===== config.mk =====
export PLATFORM = sky130hd
export DESIGN_NAME = lv_hv_shadow_top
export DESIGN_NICKNAME = d
export VERILOG_FILES = /design/src/logic/owt_pkg.sv /design/src/logic/shadow_map_pkg.sv /design/src/logic/owt_frame_decode.sv /design/src/logic/shadow_reg_bank.sv /design/src/logic/lv_hv_shadow_top.sv
export VERILOG_INCLUDE_DIRS = /design/src /design/src/logic
export SDC_FILE = /design/constraint.sdc
export NUM_CORES = 1
export LEC_CHECK = 0
export BUFFER_PORTS_ARGS = -buffer_cell sky130_fd_sc_hd__buf_2
export CAP_MARGIN = 20
export CORE_ASPECT_RATIO = 1.1
export CORE_MARGIN = 3
export CORE_UTILIZATION = 45
export CTS_CLUSTER_DIAMETER = 120
export DETAILED_ROUTE_END_ITERATION = 8
export PLACE_DENSITY = 0.73
export SYNTH_ARGS = -nofsm -noshare
export SYNTH_HDL_FRONTEND = slang
export SYNTH_SLANG_ARGS = --single-unit

===== constraint.sdc =====
create_clock -name i_clk -period 0.8 [get_ports i_clk]
set_input_delay 0.2 -clock i_clk [delete_from_list [all_inputs] [get_ports i_clk]]
set_output_delay 0.2 -clock i_clk [all_outputs]
set_load 0.03 [all_outputs]

===== src/logic/shadow_consts.svh =====
/*
 * widths of the link frame and of the shadow registers
 * common reset value of the shadow copy
 * register addresses of the high-voltage die map
 */
`ifndef SHADOW_CONSTS_SVH
`define SHADOW_CONSTS_SVH

// ==========================================================
// widths
// ==========================================================
`define SHADOW_REG_DW   10
`define SHADOW_ADC_DW   12
`define OWT_CMD_W       8
// one frame carries both adc results
`define OWT_DATA_W      24
`define SHADOW_ADDR_W   7
`define SHADOW_RST_VAL  0

// ==========================================================
// register map, fixed by the hv die
// ==========================================================
`define SHADOW_ADDR_EFUSE_CONFIG  7'h06
`define SHADOW_ADDR_EFUSE_STATUS  7'h07
`define SHADOW_ADDR_STATUS1       7'h08
`define SHADOW_ADDR_STATUS2       7'h0A
`define SHADOW_ADDR_STATUS3       7'h0C
`define SHADOW_ADDR_STATUS4       7'h0D
`define SHADOW_ADDR_BIST1         7'h14
`define SHADOW_ADDR_BIST2         7'h15
`define SHADOW_ADDR_ADC           7'h1F

`endif


===== src/logic/owt_pkg.sv =====
/*
 * one-wire link side types
 *   owt_op_e    opcode taken from the command top bit
 *   owt_cmd_t   command field
 *   owt_data_t  frame data field
 */
`include "shadow_consts.svh"

package owt_pkg;

    // ==========================================================
    // opcode
    // ==========================================================
    // top bit of the command, set for a write
    typedef enum logic {
        OWT_OP_READ  = 1'b0,
        OWT_OP_WRITE = 1'b1
    } owt_op_e;

    // ==========================================================
    // frame fields
    // ==========================================================
    // opcode bit on top, register address below it
    typedef logic [`OWT_CMD_W-1:0] owt_cmd_t;

    // low bits for plain registers, two adc results for the adc address
    typedef logic [`OWT_DATA_W-1:0] owt_data_t;

endpackage


===== src/logic/shadow_map_pkg.sv =====
/*
 * shadow register map types
 *   shadow_addr_e  addresses of the mirrored hv registers
 *   reg_word_t     plain register value
 *   adc_word_t     one adc result
 */
`include "shadow_consts.svh"

package shadow_map_pkg;

    // ==========================================================
    // addresses
    // ==========================================================
    // gaps in the map are unmapped, a write there is dropped
    typedef enum logic [`SHADOW_ADDR_W-1:0] {
        ADDR_EFUSE_CONFIG = `SHADOW_ADDR_EFUSE_CONFIG,
        ADDR_EFUSE_STATUS = `SHADOW_ADDR_EFUSE_STATUS,
        ADDR_STATUS1      = `SHADOW_ADDR_STATUS1,
        ADDR_STATUS2      = `SHADOW_ADDR_STATUS2,
        ADDR_STATUS3      = `SHADOW_ADDR_STATUS3,
        ADDR_STATUS4      = `SHADOW_ADDR_STATUS4,
        ADDR_BIST1        = `SHADOW_ADDR_BIST1,
        ADDR_BIST2        = `SHADOW_ADDR_BIST2,
        // adc1 and adc2 share this one
        ADDR_ADC          = `SHADOW_ADDR_ADC
    } shadow_addr_e;

    // ==========================================================
    // register words
    // ==========================================================
    typedef logic [`SHADOW_REG_DW-1:0] reg_word_t;

    typedef logic [`SHADOW_ADC_DW-1:0] adc_word_t;

endpackage


===== src/logic/owt_frame_decode.sv =====
/*
 * frame decoder for the one-wire receiver output
 *   write strobe for acknowledged, error-free write frames
 *   address and data split out of the frame
 *   registered echo of every acknowledged frame
 */
`timescale 1ns/1ns
`include "shadow_consts.svh"

module owt_frame_decode (
    input  logic                          i_clk,
    input  logic                          i_rst_n,

    input  logic                          i_owt_rx_ack,
    input  owt_pkg::owt_cmd_t             i_owt_rx_cmd,
    input  owt_pkg::owt_data_t            i_owt_rx_data,
    input  logic                          i_owt_rx_status,

    output logic                          o_wr_en,
    output shadow_map_pkg::shadow_addr_e  o_wr_addr,
    output owt_pkg::owt_data_t            o_wr_data,

    output logic                          o_hv_reg_vld,
    output shadow_map_pkg::reg_word_t     o_hv_ang_reg_data
);

    owt_pkg::owt_op_e rx_op;

    // ==========================================================
    // command split
    // ==========================================================
    assign rx_op = owt_pkg::owt_op_e'(i_owt_rx_cmd[`OWT_CMD_W-1]);

    // unmapped addresses pass through, the bank ignores them
    assign o_wr_addr = shadow_map_pkg::shadow_addr_e'(i_owt_rx_cmd[`SHADOW_ADDR_W-1:0]);
    assign o_wr_data = i_owt_rx_data;

    // status high marks a frame the receiver flagged as errored
    assign o_wr_en = i_owt_rx_ack & ~i_owt_rx_status & (rx_op == owt_pkg::OWT_OP_WRITE);

    // ==========================================================
    // echo
    // ==========================================================
    // every ack is echoed, reads and errored frames too
    always_ff @(posedge i_clk or negedge i_rst_n) begin
        if (!i_rst_n) begin
            o_hv_reg_vld <= 1'b0;
        end else begin
            o_hv_reg_vld <= i_owt_rx_ack;
        end
    end

    // sampled every cycle, qualified only by the valid
    always_ff @(posedge i_clk or negedge i_rst_n) begin
        if (!i_rst_n) begin
            o_hv_ang_reg_data <= shadow_map_pkg::reg_word_t'(`SHADOW_RST_VAL);
        end else begin
            o_hv_ang_reg_data <= i_owt_rx_data[`SHADOW_REG_DW-1:0];
        end
    end

    // a strobe comes only from an acked frame
    a_wr_en_acked: assert property (
        @(posedge i_clk) disable iff (!i_rst_n)
        o_wr_en |-> i_owt_rx_ack
    );

endmodule


===== src/logic/shadow_reg_bank.sv =====
/*
 * low-voltage copy of the hv die registers
 *   efuse config and status, status 1 to 4, bist 1 and 2
 *   adc1 and adc2 results loaded from one frame
 * address decode only, the strobe is qualified upstream
 */
`timescale 1ns/1ns
`include "shadow_consts.svh"

module shadow_reg_bank (
    input  logic                          i_clk,
    input  logic                          i_rst_n,

    input  logic                          i_wr_en,
    input  shadow_map_pkg::shadow_addr_e  i_wr_addr,
    input  owt_pkg::owt_data_t            i_wr_data,

    output shadow_map_pkg::reg_word_t     o_reg_efuse_config,
    output shadow_map_pkg::reg_word_t     o_reg_efuse_status,
    output shadow_map_pkg::reg_word_t     o_reg_status1,
    output shadow_map_pkg::reg_word_t     o_reg_status2,
    output shadow_map_pkg::reg_word_t     o_reg_status3,
    output shadow_map_pkg::reg_word_t     o_reg_status4,
    output shadow_map_pkg::reg_word_t     o_reg_bist1,
    output shadow_map_pkg::reg_word_t     o_reg_bist2,
    output shadow_map_pkg::adc_word_t     o_reg_adc1_data,
    output shadow_map_pkg::adc_word_t     o_reg_adc2_data
);

    shadow_map_pkg::reg_word_t wr_word;
    shadow_map_pkg::adc_word_t wr_adc_lo;
    shadow_map_pkg::adc_word_t wr_adc_hi;

    // ==========================================================
    // write data slices
    // ==========================================================
    assign wr_word   = i_wr_data[`SHADOW_REG_DW-1:0];
    assign wr_adc_lo = i_wr_data[`SHADOW_ADC_DW-1:0];
    assign wr_adc_hi = i_wr_data[`OWT_DATA_W-1 -: `SHADOW_ADC_DW];

    // ==========================================================
    // registers
    // ==========================================================
    always_ff @(posedge i_clk or negedge i_rst_n) begin
        if (!i_rst_n) begin
            o_reg_efuse_config <= shadow_map_pkg::reg_word_t'(`SHADOW_RST_VAL);
            o_reg_efuse_status <= shadow_map_pkg::reg_word_t'(`SHADOW_RST_VAL);
            o_reg_status1      <= shadow_map_pkg::reg_word_t'(`SHADOW_RST_VAL);
            o_reg_status2      <= shadow_map_pkg::reg_word_t'(`SHADOW_RST_VAL);
            o_reg_status3      <= shadow_map_pkg::reg_word_t'(`SHADOW_RST_VAL);
            o_reg_status4      <= shadow_map_pkg::reg_word_t'(`SHADOW_RST_VAL);
            o_reg_bist1        <= shadow_map_pkg::reg_word_t'(`SHADOW_RST_VAL);
            o_reg_bist2        <= shadow_map_pkg::reg_word_t'(`SHADOW_RST_VAL);
            o_reg_adc1_data    <= shadow_map_pkg::adc_word_t'(`SHADOW_RST_VAL);
            o_reg_adc2_data    <= shadow_map_pkg::adc_word_t'(`SHADOW_RST_VAL);
        end else if (i_wr_en) begin
            case (i_wr_addr)
                shadow_map_pkg::ADDR_EFUSE_CONFIG: begin
                    o_reg_efuse_config <= wr_word;
                end
                shadow_map_pkg::ADDR_EFUSE_STATUS: begin
                    o_reg_efuse_status <= wr_word;
                end
                shadow_map_pkg::ADDR_STATUS1: begin
                    o_reg_status1 <= wr_word;
                end
                shadow_map_pkg::ADDR_STATUS2: begin
                    o_reg_status2 <= wr_word;
                end
                shadow_map_pkg::ADDR_STATUS3: begin
                    o_reg_status3 <= wr_word;
                end
                shadow_map_pkg::ADDR_STATUS4: begin
                    o_reg_status4 <= wr_word;
                end
                shadow_map_pkg::ADDR_BIST1: begin
                    o_reg_bist1 <= wr_word;
                end
                shadow_map_pkg::ADDR_BIST2: begin
                    o_reg_bist2 <= wr_word;
                end
                // both adc results in one frame, adc1 in the low half
                shadow_map_pkg::ADDR_ADC: begin
                    o_reg_adc1_data <= wr_adc_lo;
                    o_reg_adc2_data <= wr_adc_hi;
                end
                default: begin
                    // unmapped, shadow copy untouched
                end
            endcase
        end
    end

    // ==========================================================
    // checks
    // ==========================================================
    // without a strobe the whole bank holds over the next edge
    a_hold_without_wr: assert property (
        @(posedge i_clk) disable iff (!i_rst_n)
        !i_wr_en |=> $stable({o_reg_efuse_config, o_reg_efuse_status,
                              o_reg_status1, o_reg_status2,
                              o_reg_status3, o_reg_status4,
                              o_reg_bist1, o_reg_bist2,
                              o_reg_adc1_data, o_reg_adc2_data})
    );

endmodule


===== src/logic/lv_hv_shadow_top.sv =====
/*
 * lv side shadow of the hv die registers
 *   frame decoder with echo path
 *   address-decoded shadow register bank
 */
`timescale 1ns/1ns

module lv_hv_shadow_top (
    input  logic                       i_clk,
    input  logic                       i_rst_n,

    // from the one-wire receiver
    input  logic                       i_owt_rx_ack,
    input  owt_pkg::owt_cmd_t          i_owt_rx_cmd,
    input  owt_pkg::owt_data_t         i_owt_rx_data,
    input  logic                       i_owt_rx_status,

    output shadow_map_pkg::reg_word_t  o_reg_efuse_config,
    output shadow_map_pkg::reg_word_t  o_reg_efuse_status,
    output shadow_map_pkg::reg_word_t  o_reg_status1,
    output shadow_map_pkg::reg_word_t  o_reg_status2,
    output shadow_map_pkg::reg_word_t  o_reg_status3,
    output shadow_map_pkg::reg_word_t  o_reg_status4,
    output shadow_map_pkg::reg_word_t  o_reg_bist1,
    output shadow_map_pkg::reg_word_t  o_reg_bist2,
    output shadow_map_pkg::adc_word_t  o_reg_adc1_data,
    output shadow_map_pkg::adc_word_t  o_reg_adc2_data,

    // echo of each acked frame
    output logic                       o_hv_reg_vld,
    output shadow_map_pkg::reg_word_t  o_hv_ang_reg_data
);

    logic                          wr_en;
    shadow_map_pkg::shadow_addr_e  wr_addr;
    owt_pkg::owt_data_t            wr_data;

    // ==========================================================
    // frame decode
    // ==========================================================
    owt_frame_decode owt_frame_decode_i (
        .i_clk             (i_clk),
        .i_rst_n           (i_rst_n),
        .i_owt_rx_ack      (i_owt_rx_ack),
        .i_owt_rx_cmd      (i_owt_rx_cmd),
        .i_owt_rx_data     (i_owt_rx_data),
        .i_owt_rx_status   (i_owt_rx_status),
        .o_wr_en           (wr_en),
        .o_wr_addr         (wr_addr),
        .o_wr_data         (wr_data),
        .o_hv_reg_vld      (o_hv_reg_vld),
        .o_hv_ang_reg_data (o_hv_ang_reg_data)
    );

    // ==========================================================
    // register bank
    // ==========================================================
    shadow_reg_bank shadow_reg_bank_i (
        .i_clk              (i_clk),
        .i_rst_n            (i_rst_n),
        .i_wr_en            (wr_en),
        .i_wr_addr          (wr_addr),
        .i_wr_data          (wr_data),
        .o_reg_efuse_config (o_reg_efuse_config),
        .o_reg_efuse_status (o_reg_efuse_status),
        .o_reg_status1      (o_reg_status1),
        .o_reg_status2      (o_reg_status2),
        .o_reg_status3      (o_reg_status3),
        .o_reg_status4      (o_reg_status4),
        .o_reg_bist1        (o_reg_bist1),
        .o_reg_bist2        (o_reg_bist2),
        .o_reg_adc1_data    (o_reg_adc1_data),
        .o_reg_adc2_data    (o_reg_adc2_data)
    );

endmodule


==> impl_metrics.yaml <==
clock_network:
  h-tree-depth: 4
  cts_buffer_depth: 2
  clock_latency_ns: 0.51
  root_buffer: "clkbuf_8"
  cts_tree: "built"
  clock-sinks: 115
  numCtsBuffers: 17
  path_clk_slew_ns: 0.06
placed_design:
  place_inst: 524
  gp_congestion: 0.743
  port_buffers: 150
  hpwl_um: 7050
setup_path:
  crit_path_end_kind: "output port"
  path_class: "reg2out"
  critPathBufInv: 1
  timing.rr.start: "shadow_reg_bank_i.o_reg_bist1[0]$_DFFE_PN0P_"
  r2r.worst_path.cells: 3
  r2r_setup_slack_ns: -0.25
  start_kind: "flip-flop"
  required_ns: 0.60
  cp.depth: 1
  startpoint: "shadow_reg_bank_i.o_reg_adc1_data[1]$_DFFE_PN0P_"
  reg2reg_to: "shadow_reg_bank_i.o_reg_bist1[0]$_DFFE_PN0P_"
  cp.arrival_ns: 1.08
  max_stage_delay_ns: 0.41
  cpMaxStageDelayCell: "dfrtp_1"
  path_max_fanout: 2
  cp_top_family: "flip-flops"
  worstSetupEndpoint: "o_reg_adc1_data[1]"
  path_cells: "buf_6"
power:
  power_frac_seq: 0.395
  power.leakage_uw: 0.00402
  ir_worst_vdd_v: 0.00155
  switching_share: 0.240
  power_density_mw_per_mm2: 2000
  p_clk_frac: 0.500
  p_int_uw: 11800
  power.switching_uw: 3730
  comb_power_share: 0.105
drt:
  wl_met3_um: 658
  vias: 3247
  vias_per_cell: 5.15
  route.detailed.drc: 0
  wl_per_cell_um: 23.0
  routed_wl_um: 14500
  met1_length_um: 5370
  dr_wl_met2_um: 8250
  topRoutingLayerUsed: "met4"
  dr.pass1.iters: 4
  drtIter0Drc: 101
  ant_nets: 0
global_routing:
  grt_max_degree: 32
  track_usage: 0.257
  antenna_found_initial: 0
  grt_overflow: 0
  grt_pass1_wl_um: 20700
  grt_pass1_vias: 3590
synth:
  ys_seq_area_frac: 0.658
  synth_edf_count: 0
  netlist.area_leader.share: 0.658
  ys_types: 16
  synth_flop_cell: "dfrtp_1"
  ys_ff_latch: 115
  synthTopCellsByCount: "dfrtp_1 (115), mux2_2 (84), mux2_4 (20)"
  syn_nets: 278
  synth_most_common_cell: "dfrtp_1"
  syn_area_mm2: 0.00437
  synthCells: 242
  syn_area_per_cell_um2: 18.1
  netlist.top_cell.by_area: "dfrtp_1"
  ys_warn_count: 0
  synth_async_sr_flop_share: 1.00
  synth_area_leaders: "dfrtp_1 (66%), mux2_2 (22%), mux2_4 (6.9%)"
floorplan:
  dieArea_mm2: 0.0109
  ios: 151
  start_util: 0.465
  rows: 37
  die_y_um: 109
  coreArea_mm2: 0.00940
  chipWidth_um: 100
sta:
  period_share: 1.60
  relSlewSlack: 0.805
  min_period_ns: 1.28
  rsz0062_at_grt: "true"
  drv_slew: 0
  setup_tns_ns: -68.55
  setup_violations: 217
  skew_ns: 0
  hold_viol: 0
  tightest_slew_ns: 0.293
  timing.fmax_mhz: 782
  setup_slack_ns: -0.479
finish:
  syn2layout_area_growth_pct: 77.6
  fin_util: 0.826
  nNetsFinal: 536
  antenna_cells: 0
  nFillCells: 438
  instances_no_fill: 630
  layout-drive-gt1-share: 0.717
outcome:
  violations: "negative setup slack"
  status: "finished, violations left"
job:
  cap_viol_max_count: 0
worst_hold_path:
  min_path_type: "in2reg"
==> per-layer routing <==
layer | vias to the layer above | global-route usage
li1 | 1409 | -
met1 | 1713 | 0.292
met2 | 106 | 0.467
met3 | 19 | 0.0654
met4 | 0 | 0.0956
met5 | - | 0
==> layout make-up <==
cell class	instances	area, um2	share of cell area
sequential	115	2880	0.371
timing repair buffer	242	2520	0.325
multi-input combinational	124	1610	0.208
clock buffer	21	459	0.0591
clock inverter	11	149	0.0192
tap	117	146	0.0189
==> how the worst min path moves through the flow <==
stage / start / endpoint / slack, ns / cells past startpoint
after floorplan: i_rst_n / owt_frame_decode_i.o_hv_ang_reg_data[0]$_DFF_PN0_ / -0.1 / 0
after global placement: i_rst_n / shadow_reg_bank_i.o_reg_adc2_data[9]$_DFFE_PN0P_ / 0.08 / 1
after detailed placement: i_rst_n / shadow_reg_bank_i.o_reg_adc2_data[9]$_DFFE_PN0P_ / 0.08 / 1
after CTS: i_rst_n / owt_frame_decode_i.o_hv_ang_reg_data[1]$_DFF_PN0_ / 0.07 / 2
after global routing: i_owt_rx_data[9] / shadow_reg_bank_i.o_reg_status3[9]$_DFFE_PN0P_ / 0.11 / 2
final: i_owt_rx_data[9] / shadow_reg_bank_i.o_reg_status2[9]$_DFFE_PN0P_ / 0.12 / 2
==> registers in the layout, indices dropped and copies added, names as in the netlist <==
| name | flops |
|---|---|
| shadow_reg_bank_i.o_reg_adc1_data | 12 |
| owt_frame_decode_i.o_hv_ang_reg_data | 10 |
| shadow_reg_bank_i.o_reg_status3 | 10 |
| shadow_reg_bank_i.o_reg_efuse_status | 10 |
| shadow_reg_bank_i.o_reg_bist1 | 10 |
| shadow_reg_bank_i.o_reg_status4 | 10 |
| owt_frame_decode_i.o_hv_reg_vld | 1 |
| shadow_reg_bank_i.o_reg_adc2_data | 12 |
| shadow_reg_bank_i.o_reg_efuse_config | 10 |
| shadow_reg_bank_i.o_reg_status2 | 10 |
| shadow_reg_bank_i.o_reg_status1 | 10 |
| shadow_reg_bank_i.o_reg_bist2 | 10 |
==> repair_timing <==
action,CTS,global route
cloned,7,0
hold buffers,26,0
setup endpoints to repair,219,219
resized for setup,267,33
endpoints found under the hold margin,140,0
setup buffers,25,27
pin swaps,6,2
==> power groups by stage <==
stage	Combinational, uW	Clock [uW]	Sequential (uW)
3_3_place_gp	1100	0	6160
5_1_grt	1710	8150	6130
6_report	1630	7740	6120
4_1_cts	1530	7770	6110
2_1_floorplan	191	0	6510
3_5_place_dp	1120	0	6160
==> metrics by stage <==
stage                     power [uW]  setup slack (ns)  area (um2)  hold slack [ns]
after floorplan                 6700            -0.627        4410          -0.0956
after global placement          7260            -0.727        5490           0.0774
after detailed placement        7280            -0.763        5490           0.0780
after CTS                      15400            -0.481        7580           0.0704
after global routing           16000            -0.521        7760            0.114
final                          15500            -0.479        7760            0.115
==> cell families (layout without fill, tap and decap cells) <==
kind of cell	after synthesis	count (layout)	share of synthesized area
buf+inv	6	274	0.0152
flops	115	115	0.658
mux	104	104	0.285
simple gates	17	20	0.0412
==> cells in the final DEF, fill, tap and decap left out, types with 2 or more instances in the layout <==
| cell | synthesis | routed |
|---|---|---|
| buf_16 | 0 | 3 |
| clkinvlp_4 | 0 | 3 |
| clkbuf_16 | 0 | 16 |
| nand4_4 | 0 | 6 |
| and4bb_4 | 1 | 2 |
| buf_12 | 2 | 9 |
| mux2_2 | 84 | 71 |
| inv_6 | 0 | 2 |
| buf_6 | 1 | 140 |
| mux2_4 | 20 | 33 |
| dlygate4sd3_1 | 0 | 26 |
| clkbuf_8 | 0 | 4 |
| buf_4 | 0 | 36 |
| clkinv_2 | 0 | 2 |
| bufinv_16 | 0 | 3 |
| nand3_4 | 0 | 4 |
| buf_2 | 3 | 27 |
| dfrtp_1 | 115 | 115 |
No activity file was read; power rests on OpenSTA's default activity.
